### src/source/csr_defs.svh
// CSR subsystem definitions
`ifndef CSR_DEFS_SVH
`define CSR_DEFS_SVH

// Data path width.
`define CSR_XLEN 32

// Banks behind the overlay.
`define CSR_NUM_BANKS 2

// Machine trap setup and handling.
`define CSR_ADDR_MSTATUS 12'h300
`define CSR_ADDR_MIE 12'h304
`define CSR_ADDR_MTVEC 12'h305
`define CSR_ADDR_MSCRATCH 12'h340
`define CSR_ADDR_MEPC 12'h341
`define CSR_ADDR_MCAUSE 12'h342
`define CSR_ADDR_MIP 12'h344

// Machine counters and their user read-only aliases.
`define CSR_ADDR_MCYCLE 12'hB00
`define CSR_ADDR_MINSTRET 12'hB02
`define CSR_ADDR_MCYCLEH 12'hB80
`define CSR_ADDR_MINSTRETH 12'hB82
`define CSR_ADDR_CYCLE 12'hC00
`define CSR_ADDR_INSTRET 12'hC02

// Field positions inside mstatus.
`define CSR_MSTATUS_MIE 3
`define CSR_MSTATUS_MPIE 7
`define CSR_MSTATUS_MPP 12:11

`endif
### src/source/csr_pkg.sv
// CSR shared types
`include "csr_defs.svh"

package csr_pkg;

    // One data word.
    typedef logic [`CSR_XLEN-1:0] csr_word_t;

    // Twelve bit CSR address.
    typedef logic [11:0] csr_addr_t;

    // Privilege levels.
    // Codes 1 and 2 are not implemented.
    typedef enum logic [1:0] {
        priv_user    = 2'd0,
        priv_machine = 2'd3
    } csr_priv_t;

    // Write mode of a CSR instruction.
    // Encoding follows the funct3 low bits of csrrw/csrrs/csrrc.
    typedef enum logic [1:0] {
        wmode_none  = 2'd0,
        wmode_write = 2'd1,
        wmode_set   = 2'd2,
        wmode_clear = 2'd3
    } csr_wmode_t;

    // Exception or interrupt code.
    typedef logic [4:0] csr_cause_t;

endpackage

### src/source/csr_if.sv
// CSR bus interfaces
`timescale 1ns/100ps

// Single word access bus, zero latency.
interface csr_if;
    // Requester to bank: write strobe.
    logic                 we;
    // Requester to bank: address.
    csr_pkg::csr_addr_t   addr;
    // Requester to bank: data to commit.
    csr_pkg::csr_word_t   wdata;
    // Bank to requester: address decoded.
    logic                 exists;
    // Bank to requester: register cannot be written.
    logic                 rdonly;
    // Bank to requester: lowest privilege allowed.
    csr_pkg::csr_priv_t   priv;
    // Bank to requester: current value.
    csr_pkg::csr_word_t   rdata;

    // Access side.
    modport requester (output we, addr, wdata, input exists, rdonly, priv, rdata);
    // Register side.
    modport bank (input we, addr, wdata, output exists, rdonly, priv, rdata);
endinterface

// Trap entry and return events.
interface csr_trap_if;
    // Core to bank: trap strobe.
    logic                 trap;
    // Core to bank: trap is an interrupt.
    logic                 is_irq;
    // Core to bank: trap cause code.
    csr_pkg::csr_cause_t  cause;
    // Core to bank: pc of the trapping instruction.
    csr_pkg::csr_word_t   epc;
    // Core to bank: mret strobe.
    logic                 mret;
    // Core to bank: privilege at the time of the trap.
    csr_pkg::csr_priv_t   cur_priv;
    // Bank to core: handler address.
    csr_pkg::csr_word_t   tvec;
    // Bank to core: return address.
    csr_pkg::csr_word_t   ret_epc;
    // Bank to core: privilege to return to.
    csr_pkg::csr_priv_t   ret_priv;
    // Bank to core: enabled interrupt waiting.
    logic                 irq_pending;

    modport core (output trap, is_irq, cause, epc, mret, cur_priv,
                  input tvec, ret_epc, ret_priv, irq_pending);
    modport bank (input trap, is_irq, cause, epc, mret, cur_priv,
                  output tvec, ret_epc, ret_priv, irq_pending);
endinterface

### src/source/csr_unit.sv
// CSR subsystem top level
`timescale 1ns/100ps
`include "csr_defs.svh"

module csr_unit (
    input  logic                clk,
    input  logic                rst_n,
    // CSR instruction request.
    input  logic                req_valid,
    input  csr_pkg::csr_addr_t  req_addr,
    input  csr_pkg::csr_wmode_t req_wmode,
    input  csr_pkg::csr_word_t  req_src,
    input  csr_pkg::csr_priv_t  cur_priv,
    // Response, one cycle later.
    output logic                resp_valid,
    output logic                resp_illegal,
    output csr_pkg::csr_word_t  resp_rdata,
    // Trap and return events.
    input  logic                trap,
    input  logic                is_irq,
    input  csr_pkg::csr_cause_t cause,
    input  csr_pkg::csr_word_t  epc,
    input  logic                mret,
    input  logic                retire,
    input  logic [2:0]          irq_lines,
    output csr_pkg::csr_word_t  tvec,
    output csr_pkg::csr_word_t  ret_epc,
    output csr_pkg::csr_priv_t  ret_priv,
    output logic                irq_pending
);

    // Unit side bus and one bus per bank.
    csr_if      cpu_bus ();
    csr_if      bank_bus [`CSR_NUM_BANKS] ();
    csr_trap_if trap_bus ();

    // Flush on any change of control flow.
    logic flush;
    assign flush = trap | mret;

    // Core side of the trap interface.
    assign trap_bus.trap     = trap;
    assign trap_bus.is_irq   = is_irq;
    assign trap_bus.cause    = cause;
    assign trap_bus.epc      = epc;
    assign trap_bus.mret     = mret;
    assign trap_bus.cur_priv = cur_priv;
    assign tvec              = trap_bus.tvec;
    assign ret_epc           = trap_bus.ret_epc;
    assign ret_priv          = trap_bus.ret_priv;
    assign irq_pending       = trap_bus.irq_pending;

    csr_access_unit u_access (
        .clk(clk), .rst_n(rst_n),
        .req_valid(req_valid), .req_addr(req_addr), .req_wmode(req_wmode),
        .req_src(req_src), .cur_priv(cur_priv), .flush(flush),
        .resp_valid(resp_valid), .resp_illegal(resp_illegal), .resp_rdata(resp_rdata),
        .bus(cpu_bus)
    );

    csr_overlay #(.banks(`CSR_NUM_BANKS)) u_overlay (
        .clk(clk), .up(cpu_bus), .down(bank_bus)
    );

    // Bank 0 holds the trap registers.
    csr_machine_bank u_machine (
        .clk(clk), .rst_n(rst_n), .irq_lines(irq_lines),
        .bus(bank_bus[0]), .trap(trap_bus)
    );

    // Bank 1 holds the counters.
    csr_counter_bank u_counter (
        .clk(clk), .rst_n(rst_n), .retire(retire), .bus(bank_bus[1])
    );

endmodule

### src/source/csr_counter_bank.sv
// Cycle and instret counters
`timescale 1ns/100ps
`include "csr_defs.svh"

module csr_counter_bank (
    input  logic rst_n,
    input  logic clk,
    input  logic retire,
    csr_if.bank  bus
);

    // Full 64 bit counters.
    logic [2*`CSR_XLEN-1:0] mcycle;
    logic [2*`CSR_XLEN-1:0] minstret;

    // Machine halves are writable, user aliases only readable.
    always_comb begin
        bus.exists = 1'b1;
        bus.rdonly = 1'b0;
        bus.priv   = csr_pkg::priv_machine;
        case (bus.addr)
            `CSR_ADDR_MCYCLE:    bus.rdata = mcycle[`CSR_XLEN-1:0];
            `CSR_ADDR_MCYCLEH:   bus.rdata = mcycle[2*`CSR_XLEN-1:`CSR_XLEN];
            `CSR_ADDR_MINSTRET:  bus.rdata = minstret[`CSR_XLEN-1:0];
            `CSR_ADDR_MINSTRETH: bus.rdata = minstret[2*`CSR_XLEN-1:`CSR_XLEN];
            `CSR_ADDR_CYCLE: begin
                bus.rdata  = mcycle[`CSR_XLEN-1:0];
                bus.rdonly = 1'b1;
                bus.priv   = csr_pkg::priv_user;
            end
            `CSR_ADDR_INSTRET: begin
                bus.rdata  = minstret[`CSR_XLEN-1:0];
                bus.rdonly = 1'b1;
                bus.priv   = csr_pkg::priv_user;
            end
            default: begin
                bus.rdata  = '0;
                bus.exists = 1'b0;
            end
        endcase
    end

    // A write replaces the increment in its cycle.
    always_ff @(posedge clk) begin
        if (!rst_n) begin
            mcycle   <= '0;
            minstret <= '0;
        end else begin
            if (bus.we && bus.addr == `CSR_ADDR_MCYCLE)
                mcycle <= {mcycle[2*`CSR_XLEN-1:`CSR_XLEN], bus.wdata};
            else if (bus.we && bus.addr == `CSR_ADDR_MCYCLEH)
                mcycle <= {bus.wdata, mcycle[`CSR_XLEN-1:0]};
            else
                mcycle <= mcycle + 1'b1;

            if (bus.we && bus.addr == `CSR_ADDR_MINSTRET)
                minstret <= {minstret[2*`CSR_XLEN-1:`CSR_XLEN], bus.wdata};
            else if (bus.we && bus.addr == `CSR_ADDR_MINSTRETH)
                minstret <= {bus.wdata, minstret[`CSR_XLEN-1:0]};
            else if (retire)
                minstret <= minstret + 1'b1;
        end
    end

endmodule

### src/source/csr_machine_bank.sv
// Machine trap CSR bank
`timescale 1ns/100ps
`include "csr_defs.svh"

module csr_machine_bank (
    input  logic       clk,
    input  logic       rst_n,
    input  logic [2:0] irq_lines,
    csr_if.bank        bus,
    csr_trap_if.bank   trap
);

    // mstatus fields that exist.
    logic               mst_mie;
    logic               mst_mpie;
    csr_pkg::csr_priv_t mst_mpp;

    csr_pkg::csr_word_t mstatus;
    csr_pkg::csr_word_t mie;
    csr_pkg::csr_word_t mtvec;
    csr_pkg::csr_word_t mscratch;
    csr_pkg::csr_word_t mepc;
    csr_pkg::csr_word_t mcause;
    csr_pkg::csr_word_t mip;
    csr_pkg::csr_word_t tvec_base;

    // Assemble mstatus from its fields.
    always_comb begin
        mstatus = '0;
        mstatus[`CSR_MSTATUS_MIE]  = mst_mie;
        mstatus[`CSR_MSTATUS_MPIE] = mst_mpie;
        mstatus[`CSR_MSTATUS_MPP]  = mst_mpp;
    end

    // Software, timer and external lines.
    always_comb begin
        mip     = '0;
        mip[3]  = irq_lines[0];
        mip[7]  = irq_lines[1];
        mip[11] = irq_lines[2];
    end

    // Address decode, all machine level.
    always_comb begin
        bus.exists = 1'b1;
        bus.rdonly = 1'b0;
        bus.priv   = csr_pkg::priv_machine;
        case (bus.addr)
            `CSR_ADDR_MSTATUS:  bus.rdata = mstatus;
            `CSR_ADDR_MIE:      bus.rdata = mie;
            `CSR_ADDR_MTVEC:    bus.rdata = mtvec;
            `CSR_ADDR_MSCRATCH: bus.rdata = mscratch;
            `CSR_ADDR_MEPC:     bus.rdata = mepc;
            `CSR_ADDR_MCAUSE:   bus.rdata = mcause;
            `CSR_ADDR_MIP: begin
                bus.rdata  = mip;
                bus.rdonly = 1'b1;
            end
            default: begin
                bus.rdata  = '0;
                bus.exists = 1'b0;
            end
        endcase
    end

    // Trap first, then mret, then software writes.
    always_ff @(posedge clk) begin
        if (!rst_n) begin
            mst_mie  <= 1'b0;
            mst_mpie <= 1'b0;
            mst_mpp  <= csr_pkg::priv_user;
            mie      <= '0;
            mtvec    <= '0;
            mscratch <= '0;
            mepc     <= '0;
            mcause   <= '0;
        end else if (trap.trap) begin
            mepc     <= trap.epc;
            mcause   <= {trap.is_irq, {(`CSR_XLEN-6){1'b0}}, trap.cause};
            mst_mpie <= mst_mie;
            mst_mie  <= 1'b0;
            mst_mpp  <= trap.cur_priv;
        end else if (trap.mret) begin
            mst_mie  <= mst_mpie;
            mst_mpie <= 1'b1;
            mst_mpp  <= csr_pkg::priv_user;
        end else if (bus.we) begin
            case (bus.addr)
                `CSR_ADDR_MSTATUS: begin
                    mst_mie  <= bus.wdata[`CSR_MSTATUS_MIE];
                    mst_mpie <= bus.wdata[`CSR_MSTATUS_MPIE];
                    // Only user and machine are legal in MPP.
                    mst_mpp  <= (bus.wdata[`CSR_MSTATUS_MPP] == 2'b11) ?
                                csr_pkg::priv_machine : csr_pkg::priv_user;
                end
                `CSR_ADDR_MIE:      mie      <= bus.wdata;
                `CSR_ADDR_MTVEC:    mtvec    <= bus.wdata;
                `CSR_ADDR_MSCRATCH: mscratch <= bus.wdata;
                `CSR_ADDR_MEPC:     mepc     <= bus.wdata;
                `CSR_ADDR_MCAUSE:   mcause   <= bus.wdata;
                default: ;
            endcase
        end
    end

    // Handler address, mode in mtvec bit 0.
    // Vectored mode offsets interrupts only.
    assign tvec_base = {mtvec[`CSR_XLEN-1:2], 2'b00};
    assign trap.tvec = (mtvec[0] && trap.is_irq) ?
                       tvec_base + {{(`CSR_XLEN-7){1'b0}}, trap.cause, 2'b00} : tvec_base;

    assign trap.ret_epc     = mepc;
    assign trap.ret_priv    = mst_mpp;
    assign trap.irq_pending = mst_mie && |(mip & mie);

    // Core must not trap and return in one cycle.
    trap_mret_excl: assert property (@(posedge clk) disable iff (!rst_n)
        !(trap.trap && trap.mret))
        else $error("csr_machine_bank: trap and mret together");

endmodule

### src/source/csr_access_unit.sv
// CSR instruction access unit
`timescale 1ns/100ps

module csr_access_unit (
    input  logic                clk,
    input  logic                rst_n,
    input  logic                req_valid,
    input  csr_pkg::csr_addr_t  req_addr,
    input  csr_pkg::csr_wmode_t req_wmode,
    input  csr_pkg::csr_word_t  req_src,
    input  csr_pkg::csr_priv_t  cur_priv,
    input  logic                flush,
    output logic                resp_valid,
    output logic                resp_illegal,
    output csr_pkg::csr_word_t  resp_rdata,
    csr_if.requester            bus
);

    csr_pkg::csr_word_t wdata;
    logic               wants_write;
    logic               illegal;

    // New value from the write mode.
    always_comb begin
        case (req_wmode)
            csr_pkg::wmode_write: wdata = req_src;
            csr_pkg::wmode_set:   wdata = bus.rdata | req_src;
            csr_pkg::wmode_clear: wdata = bus.rdata & ~req_src;
            default:              wdata = bus.rdata;
        endcase
    end

    // Set and clear with a zero source only read.
    assign wants_write = (req_wmode == csr_pkg::wmode_write) ||
                         (req_wmode != csr_pkg::wmode_none && req_src != '0);

    // Unknown address, too little privilege, or a write to a read-only CSR.
    assign illegal = !bus.exists || (cur_priv < bus.priv) || (wants_write && bus.rdonly);

    // Drive the bus straight from the request.
    assign bus.addr  = req_addr;
    assign bus.wdata = wdata;
    assign bus.we    = req_valid && wants_write && !illegal && !flush;

    // Response appears one cycle after sampling.
    always_ff @(posedge clk) begin
        if (!rst_n) begin
            resp_valid   <= 1'b0;
            resp_illegal <= 1'b0;
        end else begin
            resp_valid   <= req_valid;
            // A trap or mret in the same cycle kills the access.
            resp_illegal <= req_valid && (illegal || flush);
        end
    end

    // Old value, captured before the write lands.
    always_ff @(posedge clk) begin
        resp_rdata <= illegal ? '0 : bus.rdata;
    end

    // Requests always carry a real mode.
    wmode_valid: assert property (@(posedge clk) disable iff (!rst_n)
        req_valid |-> req_wmode != csr_pkg::wmode_none)
        else $error("csr_access_unit: request with write mode none");

endmodule

### src/source/csr_overlay.sv
// CSR bank overlay
`timescale 1ns/100ps

module csr_overlay #(
    parameter int banks = 2
) (
    input  logic      clk,
    csr_if.bank       up,
    csr_if.requester  down [banks]
);

    // Bank hit vector.
    logic [banks-1:0]    sel;
    // Per bank responses, gathered for the encoders.
    logic                rdonly [banks];
    csr_pkg::csr_priv_t  priv [banks];
    csr_pkg::csr_word_t  rdata [banks];

    for (genvar i = 0; i < banks; i++) begin : g_bank
        // Every bank sees the same request.
        assign down[i].we    = up.we;
        assign down[i].addr  = up.addr;
        assign down[i].wdata = up.wdata;

        // Collect the responses.
        assign sel[i]    = down[i].exists;
        assign rdonly[i] = down[i].rdonly;
        assign priv[i]   = down[i].priv;
        assign rdata[i]  = down[i].rdata;
    end

    // Known if any bank claims the address.
    assign up.exists = |sel;

    csr_sel_enc #(.n(banks), .payload_t(logic)) u_rdonly_enc (
        .clk(clk), .sel(sel), .in(rdonly), .out(up.rdonly)
    );
    csr_sel_enc #(.n(banks), .payload_t(csr_pkg::csr_priv_t)) u_priv_enc (
        .clk(clk), .sel(sel), .in(priv), .out(up.priv)
    );
    csr_sel_enc #(.n(banks), .payload_t(csr_pkg::csr_word_t)) u_rdata_enc (
        .clk(clk), .sel(sel), .in(rdata), .out(up.rdata)
    );

endmodule

### src/source/csr_sel_enc.sv
// One-hot select encoder
`timescale 1ns/100ps

module csr_sel_enc #(
    parameter int n = 2,
    parameter type payload_t = logic
) (
    input  logic         clk,
    input  logic [n-1:0] sel,
    input  payload_t     in [n],
    output payload_t     out
);

    // OR of every selected input.
    // Gives zero when no bit of sel is set.
    always_comb begin
        logic [$bits(payload_t)-1:0] acc;
        acc = '0;
        for (int i = 0; i < n; i++) begin
            if (sel[i]) begin
                acc = acc | in[i];
            end
        end
        out = payload_t'(acc);
    end

    // Address decoders of separate banks must never overlap.
    sel_onehot: assert property (@(posedge clk) $onehot0(sel))
        else $error("csr_sel_enc: more than one source selected");

endmodule

### config.mk
export PLATFORM = sky130hd
export DESIGN_NAME = csr_unit
export DESIGN_NICKNAME = d
export VERILOG_FILES = /design/src/source/csr_pkg.sv /design/src/source/csr_if.sv /design/src/source/csr_unit.sv /design/src/source/csr_counter_bank.sv /design/src/source/csr_machine_bank.sv /design/src/source/csr_access_unit.sv /design/src/source/csr_overlay.sv /design/src/source/csr_sel_enc.sv
export VERILOG_INCLUDE_DIRS = /design/src /design/src/source
export SDC_FILE = /design/constraint.sdc
export NUM_CORES = 1
export LEC_CHECK = 0
export ABC_AREA = 1
export BUFFER_PORTS_ARGS = -buffer_cell sky130_fd_sc_hd__buf_2
export CORE_AREA = 10 10 311 313
export CTS_BUF_LIST = sky130_fd_sc_hd__clkbuf_2
export DETAILED_ROUTE_END_ITERATION = 6
export DIE_AREA = 0 0 321 323
export HOLD_SLACK_MARGIN = 0.12
export PLACE_DENSITY_LB_ADDON = 0.05
export SETUP_SLACK_MARGIN = 0.3
export SLEW_MARGIN = 20
export SYNTH_ARGS = -nofsm -noshare
export SYNTH_HDL_FRONTEND = slang
export SYNTH_HIERARCHICAL = 1
export SYNTH_SLANG_ARGS = --single-unit
### constraint.sdc
create_clock -name clk -period 4.4 [get_ports clk]
set_input_delay 0.66 -clock clk [delete_from_list [all_inputs] [get_ports clk]]
set_output_delay 0.66 -clock clk [all_outputs]
set_load 0.02 [all_outputs]
==> metrics.cfg <==
[status]
status=complete, no violations

[placed_design]
dpl.hpwl_um=92700
io_buffer_count=193
place_congestion=0.938
placed_cells_incl_taps=5076

[power]
sw_frac_of_total_pct=33.9
combinationalPowerShare_pct=11.9
leakagePower_uw=0.0120
pwr-share-seq_pct=47.1
peakVddDrop_v=0.000150
p_clk_share_pct=41.0
netSwitchingPower_uw=2160
power_density_mw_per_mm2=231
p_int_uw=4220

[sta]
worst_slew_pin_slew_ns=1.14
fin_crit_sh_pct=90.2
rsz0062_at_grt=true
hold_violations=0
fin_crit_ns=3.97
setup_viol=0
fin_setup_tns_ns=0
relSlewSlack_pct=23.1
max_freq_mhz=252
maxSlewViolCount=0
finClkSkew_ns=0.120

[floorplan]
die_y_um=323
start_util_pct=24.6
dieWidth_um=321
io_pins=196
die-area_mm2=0.104
rows=111
coreArea_mm2=0.0908

[synth]
ys_seq_elements=326
ys_seq_area_share_pct=29.2
syn_avg_cell_area_um2=5.82
synth_cells=3846
yosysUniqueCellTypes=46
yosysWarnings=6
synth_area_mm2=0.0224

[detailed_routing]
wl_per_cell_um=22.0
vias=26063
viasPerCell=4.75
drt_iter0_drc=2197
route.detailed.drc=0
dr.pass1.iters=6
routed_wl_um=121000
ant_nets=0

[layout]
mostFrequentLayoutCells=nand2_1, nor2_1, inv_1
drive_above_1_share_pct=13.3
final_common_cell=nand2_1
nets=4313
n_fill_cell=10594
syn2layout_area_growth_pct=23.1
stdcell_count=5487

[clock_network]
cts.path.max_buffers=3
numCtsBuffers=105
htree_levels=3
cts.sinks=326
cts_tree=yes
insertion_delay_ns=1.25
clockRootBuffer=clkbuf_2
clkTransAtPathRegs_ns=0.10

[critical_path]
crit_top_cell=nand2_1
crit_chain=buf_2 -> dlygate4sd3_1 -> inv_1 -> nand2_1 -> nor3_2 -> nand2_2 -> buf_4 -> clkinv_2 -> buf_12 -> nand2_1 -> nand2_1 -> nand3b_1 -> nand2_1 -> nand2_1 -> inv_1 -> o22ai_2 -> buf_6 -> nand3_1 -> nand2_1 -> dlygate4sd3_1 -> nor2_1 -> dlygate4sd3_1 -> nor2_1 -> dlygate4sd3_1
cpLargestDelayFamily=buffers and inverters
critPathKind=in -> reg
cp_data_arrival_time_ns=5.12
path_buf_inv=11
cp-end-kind=register
crit_slowest_cell=dlygate4sd3_1
r2r_setup_slack_ns=0.77
cp_max_fo=30
required_ns=5.55
critPathLaunchType=input port
crit_path_max_incr_delay_ns=0.56

[run]
maxCapViolCount=0

[global_routing]
grt_antenna_before_repair=9
track_usage_pct=22.5
grt_pass1_wl_um=174000
grt_max_degree=100
globalRouteOverflowTotal=0
grt_pass1_vias=25712

[worst_hold_path]
min_path_type=in -> reg

[sequential cells by signal, summed over array words and instances (netlist names)]
register / cells
u_counter/mcycle: 64
u_machine/mst_mpie: 1
u_machine/mcause: 32
u_machine/mst_mie: 1
u_access/resp_rdata: 32
u_machine/mie: 32
u_access/resp_illegal: 1
u_machine/trap.ret_priv: 2
u_machine/mtvec: 32
u_counter/minstret: 64
u_machine/mscratch: 32
u_access/resp_valid: 1
u_machine/trap.ret_epc: 32
[worst min-delay path, cell delays in order]
cell and delay [ns]:
buf_2 0.13, nand3_1 0.11, inv_1 0.07, nand4_1 0.31, nand2_1 0.09, a21oi_1 0.11
[final timing paths]
path,startpoint,depth (start not counted),to
max,req_addr[3],24,u_machine/trap.ret_priv[1]
max reg2reg,u_machine/mtvec[12],16,u_machine/trap.ret_priv[1]
min reg2reg,u_machine/mcause[14],2,u_machine/mcause[14]
min,req_addr[7],6,u_counter/mcycle[38]
[layout make-up]
class                   count  area (um2)  area share, %
multi-input cells        2818       12900           46.7
inverters                 444        1680           6.08
diodes                      4        10.0         0.0363
flip-flops and latches    326        6530           23.7
well taps                1186        1480           5.38
clock buffers             151         756           2.74
repair buffers            514        4060           14.7
clock inverters            44         191          0.694
[metal layers]
| layer | GRT usage [%] | share of wire, % | up-vias |
|---|---|---|---|
| met5 | 0 | 0.047 | - |
| met3 | 3.74 | 5.1 | 164 |
| met4 | 7.46 | 2.9 | 10 |
| met2 | 37.9 | 47 | 747 |
| met1 | 28.8 | 45 | 12244 |
| li1 | - | - | 12898 |
[kinds of logic after synthesis]
family / synth area share [%]
buffers and inverters: 14.3
DFF: 29.2
adders and majority gates: 0.537
xor gates and xnor gates: 1.92
other: 0.0335
and+or+nand+nor: 39.1
AOI/OAI and AO/OA: 14.9
[stage by stage]
stage / setup WS (ns) / utilization (%) / area, um2 / total power (uW) / hold WS [ns]
after floorplan: 0.295 / - / 22700 / 3430 / 0.423
after global routing: 0.249 / 30.3 / 27600 / 6710 / 0.250
final: 0.431 / 30.3 / 27600 / 6380 / 0.309
after global placement: 0.0180 / 26.9 / 24400 / 3670 / 0.433
after CTS: 0.308 / 30.2 / 27400 / 6520 / 0.122
after detailed placement: 0.0297 / 26.9 / 24400 / 3670 / 0.436
[power by group through the flow]
stage,logic [uW],clock network [uW],registers (uW)
after floorplan,348,0,3090
after global placement,600,0,3070
after detailed placement,598,0,3070
after CTS,744,2770,3010
after global routing,811,2890,3010
final,758,2620,3010
[timing repair]
action / 4_1_cts / 5_1_grt
endpoints found under the setup margin: 15 / 17
hold buffers: 202 / 0
gates cloned: 0 / 1
pin swaps: 0 / 5
setup buffers: 0 / 9
gates resized for setup: 10 / 19
endpoints found under the hold margin: 230 / 0
[cells in the mapped netlist, drive strengths merged]
library cell     n  area share (%)
nor3b            2           0.067
dfxtp          326              29
a31oi           15            0.42
xnor2            9            0.35
ha               8            0.45
buf            183             5.5
fa               1           0.089
or2              3           0.084
nand3          232             5.3
conb             2           0.034
a22oi            4            0.13
o21ai          228             5.1
nand2         1180              20
nor2           630              11
o31ai            1           0.034
o21bai          10            0.34
inv            439             7.4
and3             1           0.028
o21a            20            0.67
nor4             1           0.028
nand4           42             1.2
nor3            31            0.74
o22ai           91             2.5
clkinv           5           0.089
a21boi           1           0.034
and2             3           0.084
o2111ai          5            0.20
nand3b          13            0.44
a21oi          237             5.3
clkbuf          78             1.3
xor2            40             1.6
o211ai           5            0.17
(Power assumes the default switching activity.)
